[src/common/rv_wb_cfg.svh]
`ifndef RV_WB_CFG_SVH
`define RV_WB_CFG_SVH

// Register and data path width
// The multiply product is twice this width
`define RV_XLEN 32

// Width of the trap cause code carried with each instruction
`define RV_TRAP_W 2

`endif

[src/common/rv_isa_pkg.sv]
`default_nettype none

`include "rv_wb_cfg.svh"

package rv_isa_pkg;

  typedef logic [`RV_XLEN-1:0]   xlen_t;
  typedef logic [31:0]           instr_t;
  typedef logic [2*`RV_XLEN-1:0] prod_t;
  typedef logic [`RV_TRAP_W-1:0] trap_code_t;
  typedef logic [6:0]            opcode_t;

  // Major opcodes that can write rd
  localparam opcode_t OP     = 7'b0110011;
  localparam opcode_t OP_IMM = 7'b0010011;
  localparam opcode_t LUI    = 7'b0110111;
  localparam opcode_t AUIPC  = 7'b0010111;
  localparam opcode_t LOAD   = 7'b0000011;
  localparam opcode_t JAL    = 7'b1101111;
  localparam opcode_t JALR   = 7'b1100111;
  localparam opcode_t SYSTEM = 7'b1110011;

  // funct7 that marks the M extension inside OP
  localparam logic [6:0] FUNCT7_MEXT = 7'b0000001;

  // Multiply group, funct3 bit 2 clear
  localparam logic [2:0] F3_MUL    = 3'b000;
  localparam logic [2:0] F3_MULH   = 3'b001;
  localparam logic [2:0] F3_MULHSU = 3'b010;
  localparam logic [2:0] F3_MULHU  = 3'b011;

  localparam instr_t EBREAK_INSTR = 32'h0010_0073;

  // Source of the value written to rd
  typedef enum logic [2:0] {
    RES_ALU  = 3'd0,
    RES_LOAD = 3'd1,
    RES_PC4  = 3'd2,
    RES_JB   = 3'd3,
    RES_CSR  = 3'd4,
    RES_MEXT = 3'd5
  } res_src_e;

endpackage

`default_nettype wire

[src/common/rv_pipe_pkg.sv]
`default_nettype none

package rv_pipe_pkg;

  // Bundle handed over by the memory stage
  typedef struct packed {
    rv_isa_pkg::instr_t     instr;
    rv_isa_pkg::xlen_t      pc_plus4;
    rv_isa_pkg::xlen_t      alu_result;
    rv_isa_pkg::xlen_t      ld_data;
    rv_isa_pkg::xlen_t      jb_tgt;
    rv_isa_pkg::xlen_t      csr_rdata;
    // Division finishes before write-back
    rv_isa_pkg::xlen_t      div_result;
    rv_isa_pkg::xlen_t      rs1_data;
    rv_isa_pkg::xlen_t      rs2_data;
    // Unsigned product, sign fixed up here
    rv_isa_pkg::prod_t      product;
    logic                   trap;
    rv_isa_pkg::trap_code_t trap_code;
  } wb_in_t;

  // Record presented on the retirement port
  typedef struct packed {
    rv_isa_pkg::instr_t     instr;
    rv_isa_pkg::xlen_t      pc;
    rv_isa_pkg::xlen_t      rs1_data;
    rv_isa_pkg::xlen_t      rs2_data;
    rv_isa_pkg::xlen_t      rd_data;
    logic                   trap;
    rv_isa_pkg::trap_code_t trap_code;
    logic                   reg_write;
    logic                   ebreak;
  } retire_t;

endpackage

`default_nettype wire

[src/verilog/wb_decode.sv]
`timescale 1ns/1ps
`default_nettype none

module wb_decode (
  input  rv_isa_pkg::instr_t   instr_i,
  output rv_isa_pkg::res_src_e res_src_o,
  output logic                 reg_write_o,
  output logic                 ebreak_o
);
  import rv_isa_pkg::*;

  opcode_t    opcode;
  logic [2:0] funct3;
  logic [6:0] funct7;
  logic [4:0] rd;
  logic       writes_rd;

  assign opcode = instr_i[6:0];
  assign rd     = instr_i[11:7];
  assign funct3 = instr_i[14:12];
  assign funct7 = instr_i[31:25];

  always_comb begin
    res_src_o = RES_ALU;
    writes_rd = 1'b0;
    case (opcode)
      OP: begin
        writes_rd = 1'b1;
        if (funct7 == FUNCT7_MEXT) begin
          res_src_o = RES_MEXT;
        end
      end
      OP_IMM, LUI: begin
        writes_rd = 1'b1;
      end
      LOAD: begin
        res_src_o = RES_LOAD;
        writes_rd = 1'b1;
      end
      // Link value is the return address
      JAL, JALR: begin
        res_src_o = RES_PC4;
        writes_rd = 1'b1;
      end
      // pc + imm comes from the branch target adder
      AUIPC: begin
        res_src_o = RES_JB;
        writes_rd = 1'b1;
      end
      SYSTEM: begin
        // funct3 zero is ECALL, EBREAK or MRET, none of which write rd
        if (funct3 != 3'b000) begin
          res_src_o = RES_CSR;
          writes_rd = 1'b1;
        end
      end
      default: begin
        writes_rd = 1'b0;
      end
    endcase
  end

  // Writes to x0 are dropped
  assign reg_write_o = writes_rd && (rd != 5'd0);

  assign ebreak_o = (instr_i == EBREAK_INSTR);

endmodule

`default_nettype wire

[src/verilog/mul_sign_fix.sv]
`timescale 1ns/1ps
`default_nettype none

`include "rv_wb_cfg.svh"

module mul_sign_fix (
  input  rv_isa_pkg::prod_t product_i,
  input  rv_isa_pkg::xlen_t rs1_data_i,
  input  rv_isa_pkg::xlen_t rs2_data_i,
  input  logic [2:0]        funct3_i,
  output rv_isa_pkg::xlen_t mul_result_o
);
  import rv_isa_pkg::*;

  xlen_t prod_lo;
  xlen_t prod_hi;
  xlen_t corr_rs1;
  xlen_t corr_rs2;
  logic  rs1_neg;
  logic  rs2_neg;

  assign prod_lo = product_i[`RV_XLEN-1:0];
  assign prod_hi = product_i[2*`RV_XLEN-1:`RV_XLEN];

  assign rs1_neg = rs1_data_i[`RV_XLEN-1];
  assign rs2_neg = rs2_data_i[`RV_XLEN-1];

  // A negative signed operand read as unsigned is too large by 2^XLEN,
  // so the high half carries one extra copy of the other operand
  assign corr_rs1 = rs1_neg ? rs2_data_i : '0;
  assign corr_rs2 = rs2_neg ? rs1_data_i : '0;

  always_comb begin
    case (funct3_i)
      F3_MUL: begin
        mul_result_o = prod_lo;
      end
      F3_MULH: begin
        mul_result_o = prod_hi - corr_rs1 - corr_rs2;
      end
      // rs1 signed, rs2 unsigned
      F3_MULHSU: begin
        mul_result_o = prod_hi - corr_rs1;
      end
      F3_MULHU: begin
        mul_result_o = prod_hi;
      end
      // Division codes, the result is not selected downstream
      default: begin
        mul_result_o = prod_lo;
      end
    endcase
  end

endmodule

`default_nettype wire

[src/verilog/result_select.sv]
`timescale 1ns/1ps
`default_nettype none

module result_select (
  input  rv_pipe_pkg::wb_in_t  bundle_i,
  input  rv_isa_pkg::res_src_e res_src_i,
  input  rv_isa_pkg::xlen_t    mul_result_i,
  output rv_isa_pkg::xlen_t    rd_data_o
);
  import rv_isa_pkg::*;

  xlen_t mext_result;

  // funct3 bit 2 set means DIV/DIVU/REM/REMU
  assign mext_result = bundle_i.instr[14] ? bundle_i.div_result : mul_result_i;

  always_comb begin
    case (res_src_i)
      RES_ALU: begin
        rd_data_o = bundle_i.alu_result;
      end
      RES_LOAD: begin
        rd_data_o = bundle_i.ld_data;
      end
      RES_PC4: begin
        rd_data_o = bundle_i.pc_plus4;
      end
      RES_JB: begin
        rd_data_o = bundle_i.jb_tgt;
      end
      RES_CSR: begin
        rd_data_o = bundle_i.csr_rdata;
      end
      RES_MEXT: begin
        rd_data_o = mext_result;
      end
      default: begin
        rd_data_o = '0;
      end
    endcase
  end

endmodule

`default_nettype wire

[src/verilog/retire_reg.sv]
`timescale 1ns/1ps
`default_nettype none

module retire_reg (
  input  logic                clk,
  input  logic                arst_n_i,
  input  rv_pipe_pkg::wb_in_t bundle_i,
  input  rv_isa_pkg::xlen_t   rd_data_i,
  input  logic                reg_write_i,
  input  logic                ebreak_i,
  input  logic                s_valid_i,
  output logic                s_ready_o,
  output logic                m_valid_o,
  input  logic                m_ready_i,
  output rv_pipe_pkg::retire_t retire_o
);
  import rv_isa_pkg::*;
  import rv_pipe_pkg::*;

  retire_t rec_d;
  retire_t rec_q;
  logic    valid_q;

  // Free when empty or when the held record leaves this cycle
  assign s_ready_o = !valid_q || m_ready_i;

  always_comb begin
    rec_d.instr     = bundle_i.instr;
    rec_d.pc        = bundle_i.pc_plus4 - xlen_t'(4);
    rec_d.rs1_data  = bundle_i.rs1_data;
    rec_d.rs2_data  = bundle_i.rs2_data;
    rec_d.rd_data   = rd_data_i;
    rec_d.trap      = bundle_i.trap;
    rec_d.trap_code = bundle_i.trap_code;
    rec_d.reg_write = reg_write_i;
    rec_d.ebreak    = ebreak_i;
  end

  always_ff @(posedge clk or negedge arst_n_i) begin
    if (!arst_n_i) begin
      valid_q <= 1'b0;
    end else if (s_ready_o) begin
      valid_q <= s_valid_i;
    end
  end

  always_ff @(posedge clk) begin
    if (s_ready_o && s_valid_i) begin
      rec_q <= rec_d;
    end
  end

  assign m_valid_o = valid_q;
  assign retire_o  = rec_q;

endmodule

`default_nettype wire

[src/verilog/rv_wb_stage.sv]
`timescale 1ns/1ps
`default_nettype none

module rv_wb_stage (
  input  logic                 clk,
  input  logic                 arst_n_i,
  input  rv_pipe_pkg::wb_in_t  wb_bundle_i,
  input  logic                 s_valid_i,
  output logic                 s_ready_o,
  output logic                 m_valid_o,
  input  logic                 m_ready_i,
  output rv_pipe_pkg::retire_t retire_o,
  // Same-cycle value for the register file write port
  output rv_isa_pkg::xlen_t    rd_data_wb_o
);
  import rv_isa_pkg::*;

  res_src_e res_src;
  logic     reg_write;
  logic     ebreak;
  xlen_t    mul_result;

  wb_decode i_wb_decode (
    .instr_i     (wb_bundle_i.instr),
    .res_src_o   (res_src),
    .reg_write_o (reg_write),
    .ebreak_o    (ebreak)
  );

  mul_sign_fix i_mul_sign_fix (
    .product_i    (wb_bundle_i.product),
    .rs1_data_i   (wb_bundle_i.rs1_data),
    .rs2_data_i   (wb_bundle_i.rs2_data),
    .funct3_i     (wb_bundle_i.instr[14:12]),
    .mul_result_o (mul_result)
  );

  result_select i_result_select (
    .bundle_i     (wb_bundle_i),
    .res_src_i    (res_src),
    .mul_result_i (mul_result),
    .rd_data_o    (rd_data_wb_o)
  );

  retire_reg i_retire_reg (
    .clk         (clk),
    .arst_n_i    (arst_n_i),
    .bundle_i    (wb_bundle_i),
    .rd_data_i   (rd_data_wb_o),
    .reg_write_i (reg_write),
    .ebreak_i    (ebreak),
    .s_valid_i   (s_valid_i),
    .s_ready_o   (s_ready_o),
    .m_valid_o   (m_valid_o),
    .m_ready_i   (m_ready_i),
    .retire_o    (retire_o)
  );

endmodule

`default_nettype wire

[config.mk]
export PLATFORM = sky130hd
export DESIGN_NAME = rv_wb_stage
export DESIGN_NICKNAME = d
export VERILOG_FILES = /design/src/common/rv_isa_pkg.sv /design/src/common/rv_pipe_pkg.sv /design/src/verilog/wb_decode.sv /design/src/verilog/mul_sign_fix.sv /design/src/verilog/result_select.sv /design/src/verilog/retire_reg.sv /design/src/verilog/rv_wb_stage.sv
export VERILOG_INCLUDE_DIRS = /design/src /design/src/common
export SDC_FILE = /design/constraint.sdc
export NUM_CORES = 1
export LEC_CHECK = 0
export BUFFER_PORTS_ARGS = -buffer_cell sky130_fd_sc_hd__buf_2
export CAP_MARGIN = 40
export CORE_AREA = 2 2 215 217
export DETAILED_ROUTE_END_ITERATION = 12
export DIE_AREA = 0 0 217 219
export SKIP_LAST_GASP = 1
export SYNTH_ARGS = -nofsm -noshare
export SYNTH_HDL_FRONTEND = slang
export SYNTH_HIERARCHICAL = 1
export SYNTH_SLANG_ARGS = --single-unit
export TNS_END_PERCENT = 5
[constraint.sdc]
create_clock -name clk -period 7.9 [get_ports clk]
set_clock_uncertainty 0.05 [all_clocks]
set_input_delay 0 -clock clk [delete_from_list [all_inputs] [get_ports clk]]
set_output_delay 0 -clock clk [all_outputs]
set_load 0.02 [all_outputs]
Word-level counts from Yosys, hierarchy flattened:

Cells that the tools add are included.
Widths: inputs -> output; s select.

* bits in registers: 166
* input port bits: 359
* logic and storage cells: 50

* add/subtract/negate cells: 3
* equal/unequal tests: 18
* mux-type cells: 10
* reductions and logical operators: 9

Operators by type and width (count)
* $pmux 32 s6: 1
* $mux 32: 3
* $pmux 32 s3: 1
* $sub 32x32->32: 2
* $eq 32x21->1 const B: 1
* $sub 32x3->32 const B: 1
* $eq 7x7->1 const B: 3
* $pmux 3 s5: 1
* $eq 7x5->1 const B: 2
* $eq 7x6->1 const B: 2
* $eq 3x2->1 const B: 4
* $eq 7x1->1 const B: 1
* $eq 7x2->1 const B: 1
* $reduce_or 7->1: 1
* $eq 3x1->1 const B: 2
* $eq 3x3->1 const B: 2
* $mux 3: 2
* $reduce_bool 5->1: 1
* $logic_not 3->1: 1
* $reduce_bool 3->1: 1
* $logic_and 1x1->1: 2
* $pmux 1 s2: 1
* $reduce_or 2->1: 1
* $logic_not 1->1: 1
* other kinds (2): 2

Logic depth before layout (Yosys ltp):

Gate-level depths: netlist (run 1).

* depth in word-level cells: 6
* mapped depth: 25
* mapped depth without buffers: 24

Hierarchy:

Netlist (run 1), hierarchy kept.

Modules (own cells, without submodules)
* retire_reg: times used 1, cells an instance 250, area an instance 5587.9 um^2, sequential area each 4979.8 um^2
* mul_sign_fix: times used 1, cells an instance 649, area an instance 4406.7 um^2, sequential area each 0.0 um^2
* result_select: times used 1, cells an instance 220, area an instance 1920.6 um^2, sequential area each 0.0 um^2
* wb_decode: times used 1, cells an instance 31, area an instance 217.7 um^2, sequential area each 0.0 um^2

Worst setup path after synthesis (run 1):

No wires, ideal clock.

* path type: input to register
* start point: input port wb_bundle_i[130] (netlist name)
* end point: register i_retire_reg.rec_q, in the netlist i_retire_reg/retire_o[29] (data pin)
* arrival time: 4880 ps
* required time: 7552 ps
* setup slack: 2673 ps
* cell stages on the path: 23
* path buffers: 1
* path through: clkbuf_1 -> nand2_1 -> ha_1 -> nor2b_1 -> o2111ai_1 -> a21boi_0 -> a311o_1 -> a21oi_1 -> o21bai_1 -> a21oi_1 -> xnor2_1 -> ha_1 -> a21o_1 -> a21o_1 -> a21o_1 -> a221oi_2 -> a31oi_1 -> o31a_1 -> a21o_1 -> mux2i_1 -> a221o_1 -> mux2_2 -> a221o_1

* cells in the longest elaborated chain, start to end: 6

Ends and longest elaborated chain
* start: declaration: line rv_wb_stage.sv:7 `input rv_pipe_pkg::wb_in_t wb_bundle_i,`
* $mux 32 *: line mul_sign_fix.sv:30 `assign corr_rs1 = rs1_neg ? rs2_data_i : '0;`
* $sub 32x32->32 *: line mul_sign_fix.sv:39, mul_sign_fix.sv:43
* $sub 32x32->32: line mul_sign_fix.sv:39 `mul_result_o = prod_hi - corr_rs1 - corr_rs2;`
* $pmux 32 s3 *: line mul_sign_fix.sv:34 `case (funct3_i)`
* net mul_result[24]: line rv_wb_stage.sv:21 `xlen_t mul_result;`
* $mux 32 *: line result_select.sv:15 `assign mext_result = bundle_i.instr[14] ? bundle_i.div_result : mul_result_i;`
* $pmux 32 s6 *: line result_select.sv:18 `case (res_src_i)`
* net rd_data_wb_o[24]: line rv_wb_stage.sv:14 `output rv_isa_pkg::xlen_t rd_data_wb_o`
* end signal: assignment: line retire_reg.sv:49 `rec_q <= rec_d;`
* end: declaration: line retire_reg.sv:21 `retire_t rec_q;`

The timed path passes the listed nets; every way through them passes the cells marked *.
A chain may end at the register's enable or synchronous reset.

Worst setup path in the final report (run 1):

* start point: input port wb_bundle_i[130] (netlist name)
* end point: register i_retire_reg.rec_q, in the netlist i_retire_reg/retire_o[36] (data pin)

* cells in the longest elaborated chain, start to end: 6
* elaborated cells on any way between the ends: 7
* classes of those cells: 2 x add/sub; 5 x mux

Ends and longest elaborated chain (line)
* $mux 32: mul_sign_fix.sv:30
* $sub 32x32->32: mul_sign_fix.sv:39, mul_sign_fix.sv:43
* $sub 32x32->32: mul_sign_fix.sv:39
* $pmux 32 s3 *: mul_sign_fix.sv:34
* net mul_result[31]: rv_wb_stage.sv:21
* $mux 32 *: result_select.sv:15
* $pmux 32 s6 *: result_select.sv:18

Marked as above.

==> impl_metrics.py, run 1 <==
metrics = {
    "finish": {
        "fillers": 4442,
        "finish.utilization_pct": 40.3,
        "layout-drive-gt1-share_pct": 35.8,
        "final_cell_mix": "buf_2 (557), dlygate4sd3_1 (205), edfxtp_1 (165)",
        "multi_input_area_mm2": 0.00676,
        "areaGrowthSynthToFinish_pct": 49.9,
        "regArea_mm2": 0.00498,
        "final_cell_count_no_fill": 2499,
        "layout.nets": 2309,
        "layout_commonest_cell": "buf_2",
    },
    "drt": {
        "first_iter_violations": 962,
        "via_per_inst": 5.11,
        "routed_wl_um": 55200,
        "drc": 0,
        "drt-pass1-iter-count": 7,
        "postRouteAntennaNets": 0,
        "vias": 12800,
        "avgRoutedWirePerCell_um": 22.1,
    },
    "floorplanning": {
        "initial_utilization_pct": 26.9,
        "io_pins": 558,
        "die_h_um": 219,
        "fp-row-count": 78,
        "die_w_um": 217,
        "coreArea_mm2": 0.0451,
        "dieArea_mm2": 0.0475,
    },
    "logic_synthesis": {
        "ys.flop_type": "edfxtp_1",
        "synthTopCellsByArea": "edfxtp_1 (41%), ha_1 (6.5%), mux2i_1 (5.3%)",
        "ys_seq_area_share_pct": 41.0,
        "netlist_area_mm2": 0.0121,
        "synthArstFlopShare_pct": 0.602,
        "syn_inst": 1150,
        "netlist.area_leader.share_pct": 40.8,
        "ys_ff_latch": 166,
        "yosys_warnings": 6,
        "synth_area_leader_cell": "edfxtp_1",
        "synth_edf_count": 165,
        "synth_cell_types": 90,
        "synth_area_per_cell_um2": 10.6,
        "syn-num-nets": 1574,
    },
    "clocking": {
        "cts-htree-levels": 4,
        "clk_latency_ns": 0.49,
        "cts_tree": "done",
        "cts_inserted_buffers": 17,
        "cts_root_buf": "clkbuf_16",
        "cts_sinks": 166,
        "path_clk_slew_ns": 0.08,
        "cts_max_path_buffers": 2,
    },
    "placement": {
        "place.gp.congestion": 0.942,
        "port_buffers": 557,
        "dp.final_hpwl_um": 43800,
        "dp_slack_ns": 1.83,
        "dpl.cell_count": 2261,
    },
    "sta": {
        "rsz0062_at_grt": "no",
        "hold_violations": 0,
        "tns_ns": 0,
        "finalCritPeriodShare_pct": 85.3,
        "tightest_slew_ns": 0.910,
        "finalMaxSlewViolations": 0,
        "slew_headroom_pct": 39.4,
        "fmax_mhz": 148,
        "fin_crit_ns": 6.74,
        "setup_viol": 0,
        "setup_ws_ns": 1.16,
    },
    "outcome": {
        "outcome": "complete, no violations",
    },
    "global_routing": {
        "grt_max_degree": 69,
        "grt_pass1_wl_um": 79100,
        "antenna_found_initial": 5,
        "overflow": 0,
        "grt_use_total_pct": 22.5,
        "grt_pass1_vias": 12600,
    },
    "worst_setup_path": {
        "cp_slowest_stage_delay_ns": 0.57,
        "critical-path-top-delay-family": "compound AO/OA/AOI/OAI gates",
        "path_class": "input pin to register",
        "slowest_stage": "a211oi_1",
        "critPathBufInv": 4,
        "critPathMaxFanout": 33,
        "crit_arrival_ns": 6.94,
        "startpoint_type": "input pin",
        "cp_data_required_time_ns": 8.10,
        "cp-end-kind": "register",
    },
    "flow_run": {
        "cap_violations": 0,
    },
    "power_and_ir_drop": {
        "leakage_nw": 7.71,
        "power_w": 0.00312,
        "ir_drop_uv": 119,
        "power_density_mw_per_mm2": 172,
    },
    "worst_hold_path": {
        "hp-class": "input pin to register",
    },
}
power by group:
group	internal (W)	switching, W
sequential	0.00103	0.0000137
clock	0.000459	0.000435
combinational	0.000507	0.000677
total	0.00200	0.00113
synthesized netlist by cell type, types with 11 or more instances:
cell type	instances
ha_1	63
clkbuf_1	29
nand2_1	126
nor4_1	11
nand3_1	18
and2_1	13
inv_1	24
o221ai_1	12
mux2_2	36
a22oi_1	21
o22ai_1	22
a21oi_1	57
nand2b_1	17
buf_2	12
a31oi_1	14
a221o_1	22
xor2_1	41
o21a_1	12
nor3_1	12
a21o_1	44
nor2_1	38
edfxtp_1	165
mux2i_1	64
xnor2_1	40
o21ai_0	33
sequential cells by signal (all words and copies together) (netlist names):
register                cells
i_retire_reg/m_valid_o      1
i_retire_reg/retire_o     165
final cells by class:
type	count	area share, %
clock inverters	15	1.12
diodes	1	0.0138
inverters	24	0.495
repair buffers	777	27.3
flip-flops and latches	166	27.4
clock buffers	17	2.34
multi-input cells	899	37.2
well taps	600	4.13
metrics by stage:
step | hold slack, ns | cell area, µm²
2_1_floorplan | -0.346 | 12100
3_3_place_gp | -0.274 | 15500
3_5_place_dp | -0.274 | 15500
4_1_cts | 0.00114 | 18200
5_1_grt | 0.00271 | 18200
6_report | 0.0407 | 18200
worst register-to-register path, stage by stage (launching register included):
cell	delay, ns
dfrtp_1	0.38
nand2b_1	0.13
and2_4	0.42
buf_4	0.76
cells by family after synthesis:
group / Yosys count / share of synthesized area, %
compound gates: 331 / 19.8
xor+xnor: 81 / 5.85
fa+ha+maj: 65 / 6.83
buf+inv: 85 / 3.54
flops: 166 / 41.0
mux: 101 / 8.71
simple gates: 321 / 14.3
what timing repair did:
action / 4_1_cts / 5_1_grt
resized for setup: 0 / 0
setup buffers: 0 / 0
hold buffers: 205 / 0
hold endpoints to repair: 182 / 0
path summary, 6_finish.rpt:
check | start | endpoint | slack (ns) | cells past startpoint
min in group asynchronous | arst_n_i | i_retire_reg/m_valid_o | 0.32 | 3
worst min register to register | i_retire_reg/m_valid_o | i_retire_reg/retire_o[141] | 0.92 | 2
worst max-delay path | wb_bundle_i[130] | i_retire_reg/retire_o[36] | 1.16 | 25
worst max register to register | i_retire_reg/m_valid_o | i_retire_reg/retire_o[89] | 5.67 | 3
max in group asynchronous | arst_n_i | i_retire_reg/m_valid_o | 7.37 | 3
worst min-delay path | wb_bundle_i[143] | i_retire_reg/retire_o[17] | 0.04 | 3
metal layers:
| layer | share of wire [%] | up-vias | track usage (%) |
|---|---|---|---|
| met5 | 0.014 | - | 0 |
| met3 | 7.4 | 67 | 4.19 |
| li1 | - | 5939 | - |
| met4 | 2.4 | 2 | 7.67 |
| met2 | 48 | 649 | 38.2 |
| met1 | 42 | 6124 | 28.8 |
(Power assumes the default switching activity.)
==> run 2, diff against run 1 <==
Settings changed: ABC_AREA from default to 1, CORE_AREA 2 2 215 217 to 2 2 217 219, DIE_AREA 0 0 217 219 to 0 0 219 221.
==> impl_metrics.py, run 2 <==
metrics = {
    "finish": {
        "final_area_mm2": 0.0199,
        "layout_commonest_cell": "nand2_1",
        "areaGrowthSynthToFinish_pct": 45.8,
        "finish.utilization_pct": 43.3,
        "fillers": 4816,
        "largest_reg_flops": 165,
        "layout.nets": 3171,
        "layout-drive-gt1-share_pct": 24.0,
        "final_cell_mix": "nand2_1 (591), buf_2 (557), nor2_1 (293)",
    },
    "logic_synthesis": {
        "yosys-top-cells-count": "nand2_1 (592), nor2_1 (293), inv_1 (270), edfxtp_1 (165), nand3_1 (156)",
        "ys_ff_latch": 166,
        "synth_area_leader_cell": "edfxtp_1",
        "ys_seq_area_share_pct": 36.4,
        "synth_cell_types": 45,
        "syn-num-nets": 2417,
        "yosys_warnings": 6,
        "ys.flop_type": "edfxtp_1",
        "synth_edf_count": 165,
        "yosysMostFrequentCell": "nand2_1",
        "syn_inst": 1993,
        "synth_area_per_cell_um2": 6.86,
        "synthArstFlopShare_pct": 0.602,
        "synthTopCellsByArea": "edfxtp_1 (36%), nand2_1 (16%), nor2_1 (8.0%)",
        "netlist.area_leader.share_pct": 36.2,
        "netlist_area_mm2": 0.0137,
    },
    "global_routing": {
        "antenna_found_initial": 4,
        "grt_max_degree": 68,
        "grt_use_total_pct": 28.3,
        "grt_pass1_vias": 16500,
        "overflow": 0,
        "grt_pass1_wl_um": 101000,
    },
    "clocking": {
        "cts_sinks": 166,
        "post_cts.repair.setup_buffers": 0,
        "path_clk_slew_ns": 0.07,
        "ctsResizeCount": 0,
        "cts_root_buf": "clkbuf_16",
        "cts-htree-levels": 4,
        "cts_max_path_buffers": 2,
        "cts_hold_buf": 219,
        "cts_tree": "done",
        "cts_inserted_buffers": 17,
        "clk_latency_ns": 0.47,
    },
    "floorplanning": {
        "die_h_um": 221,
        "fp-row-count": 79,
        "initial_utilization_pct": 29.7,
        "coreArea_mm2": 0.0461,
        "io_pins": 558,
        "dieArea_mm2": 0.0484,
        "die_w_um": 219,
    },
    "outcome": {
        "outcome": "complete, no violations",
    },
    "sta": {
        "fin_crit_ns": 5.64,
        "tns_ns": 0,
        "finalCritPeriodShare_pct": 71.3,
        "fmax_mhz": 177,
        "rsz0062_at_grt": "no",
        "slew_headroom_pct": 39.3,
        "hold_violations": 0,
        "setup_viol": 0,
        "finalMaxSlewViolations": 0,
        "setup_ws_ns": 2.26,
        "tightest_slew_ns": 0.910,
    },
    "placement": {
        "port_buffers": 557,
        "place.gp.congestion": 0.983,
        "dp_slack_ns": 2.71,
        "placed_area_mm2": 0.0172,
        "dp.final_hpwl_um": 57700,
    },
    "drt": {
        "first_iter_violations": 1349,
        "via_per_inst": 4.96,
        "met2_length_um": 34800,
        "top_layer_used": "met5",
        "wl_met1_um": 27900,
        "routed_wl_um": 70300,
        "wl_met3_um": 4910,
        "drt-pass1-iter-count": 7,
        "vias": 16700,
        "drc": 0,
        "avgRoutedWirePerCell_um": 20.9,
        "postRouteAntennaNets": 0,
    },
    "worst_setup_path": {
        "crit_arrival_ns": 5.82,
        "cp_data_required_time_ns": 8.08,
        "critPathMaxFanout": 5,
        "cp_slowest_stage_delay_ns": 0.59,
        "path_class": "input pin to register",
        "slowest_stage": "dlygate4sd3_1",
        "cp-end-kind": "register",
        "startpoint_type": "input pin",
        "cpMostUsedCell": "nand2_1",
    },
    "power_and_ir_drop": {
        "power_w": 0.00310,
        "leakage_nw": 9.77,
        "ir_drop_uv": 140,
        "power_density_mw_per_mm2": 156,
    },
    "flow_run": {
        "cap_violations": 0,
    },
    "worst_hold_path": {
        "hp-class": "input pin to register",
    },
}
==> run 2: per-layer routing <==
| metal | vias up | track usage [%] |
|---|---|---|
| met5 | - | 0 |
| met4 | 2 | 10.9 |
| met3 | 140 | 5.55 |
| met2 | 773 | 50.2 |
| met1 | 7778 | 33.4 |
| li1 | 8012 | - |
==> run 2: path summary, 6_finish.rpt <==
path	start	cells after the start	slack, ns	endpoint
min in group asynchronous	arst_n_i	3	0.33	i_retire_reg/m_valid_o
min reg2reg	i_retire_reg/m_valid_o	1	0.72	i_retire_reg/retire_o[148]
min	wb_bundle_i[130]	1	0.05	i_retire_reg/retire_o[100]
max	wb_bundle_i[67]	32	2.26	i_retire_reg/retire_o[33]
max reg2reg	i_retire_reg/m_valid_o	3	5.60	i_retire_reg/retire_o[86]
max in group asynchronous	arst_n_i	3	7.37	i_retire_reg/m_valid_o
==> run 2: kinds of logic (layout without fill, tap and decap cells) <==
kind of cell,after synthesis,after routing,synth area share [%]
and+or+nand+nor,1231,1231,39.1
AOI/OAI and AO/OA,166,166,6.88
DFF,166,166,36.4
xor gates and xnor gates,32,32,2.05
other,0,4,0
adders and majority gates,65,65,6.06
buffers and inverters,333,1100,9.54
==> run 2: worst max-delay path: cells and delay by family <==
kind            cells  cell delay [ns]
simple gates       19             2.48
buf+inv             6             1.92
fa+ha+maj           3             0.97
compound gates      4             0.44
==> run 2: report_power, final <==
group / leakage, nW / internal (W) / switching (W) / total [W]
clock network: 0.275 / 0.000442 / 0.000399 / 0.000841
logic: 7.91 / 0.000433 / 0.000783 / 0.00122
registers: 1.58 / 0.00103 / 0.0000154 / 0.00105
==> run 2: per-stage QoR <==
step,hold WS (ns),instances
6_report,0.0543,3371
3_5_place_dp,-0.268,3116
2_1_floorplan,-0.346,1993
5_1_grt,0.0367,3370
4_1_cts,0.00780,3367
3_3_place_gp,-0.275,3111
==> run 2: cell type report <==
| type | count | area (µm²) | share of cell area (%) |
|---|---|---|---|
| multi-input cells | 1494 | 7420 | 37.2 |
| repair buffers | 793 | 5170 | 25.9 |
| flip-flops and latches | 166 | 4980 | 25.0 |
| inverters | 275 | 1030 | 5.17 |
| well taps | 607 | 759 | 3.81 |
| clock buffers | 18 | 429 | 2.15 |
| clock inverters | 14 | 140 | 0.703 |
| diodes | 4 | 10.0 | 0.0502 |
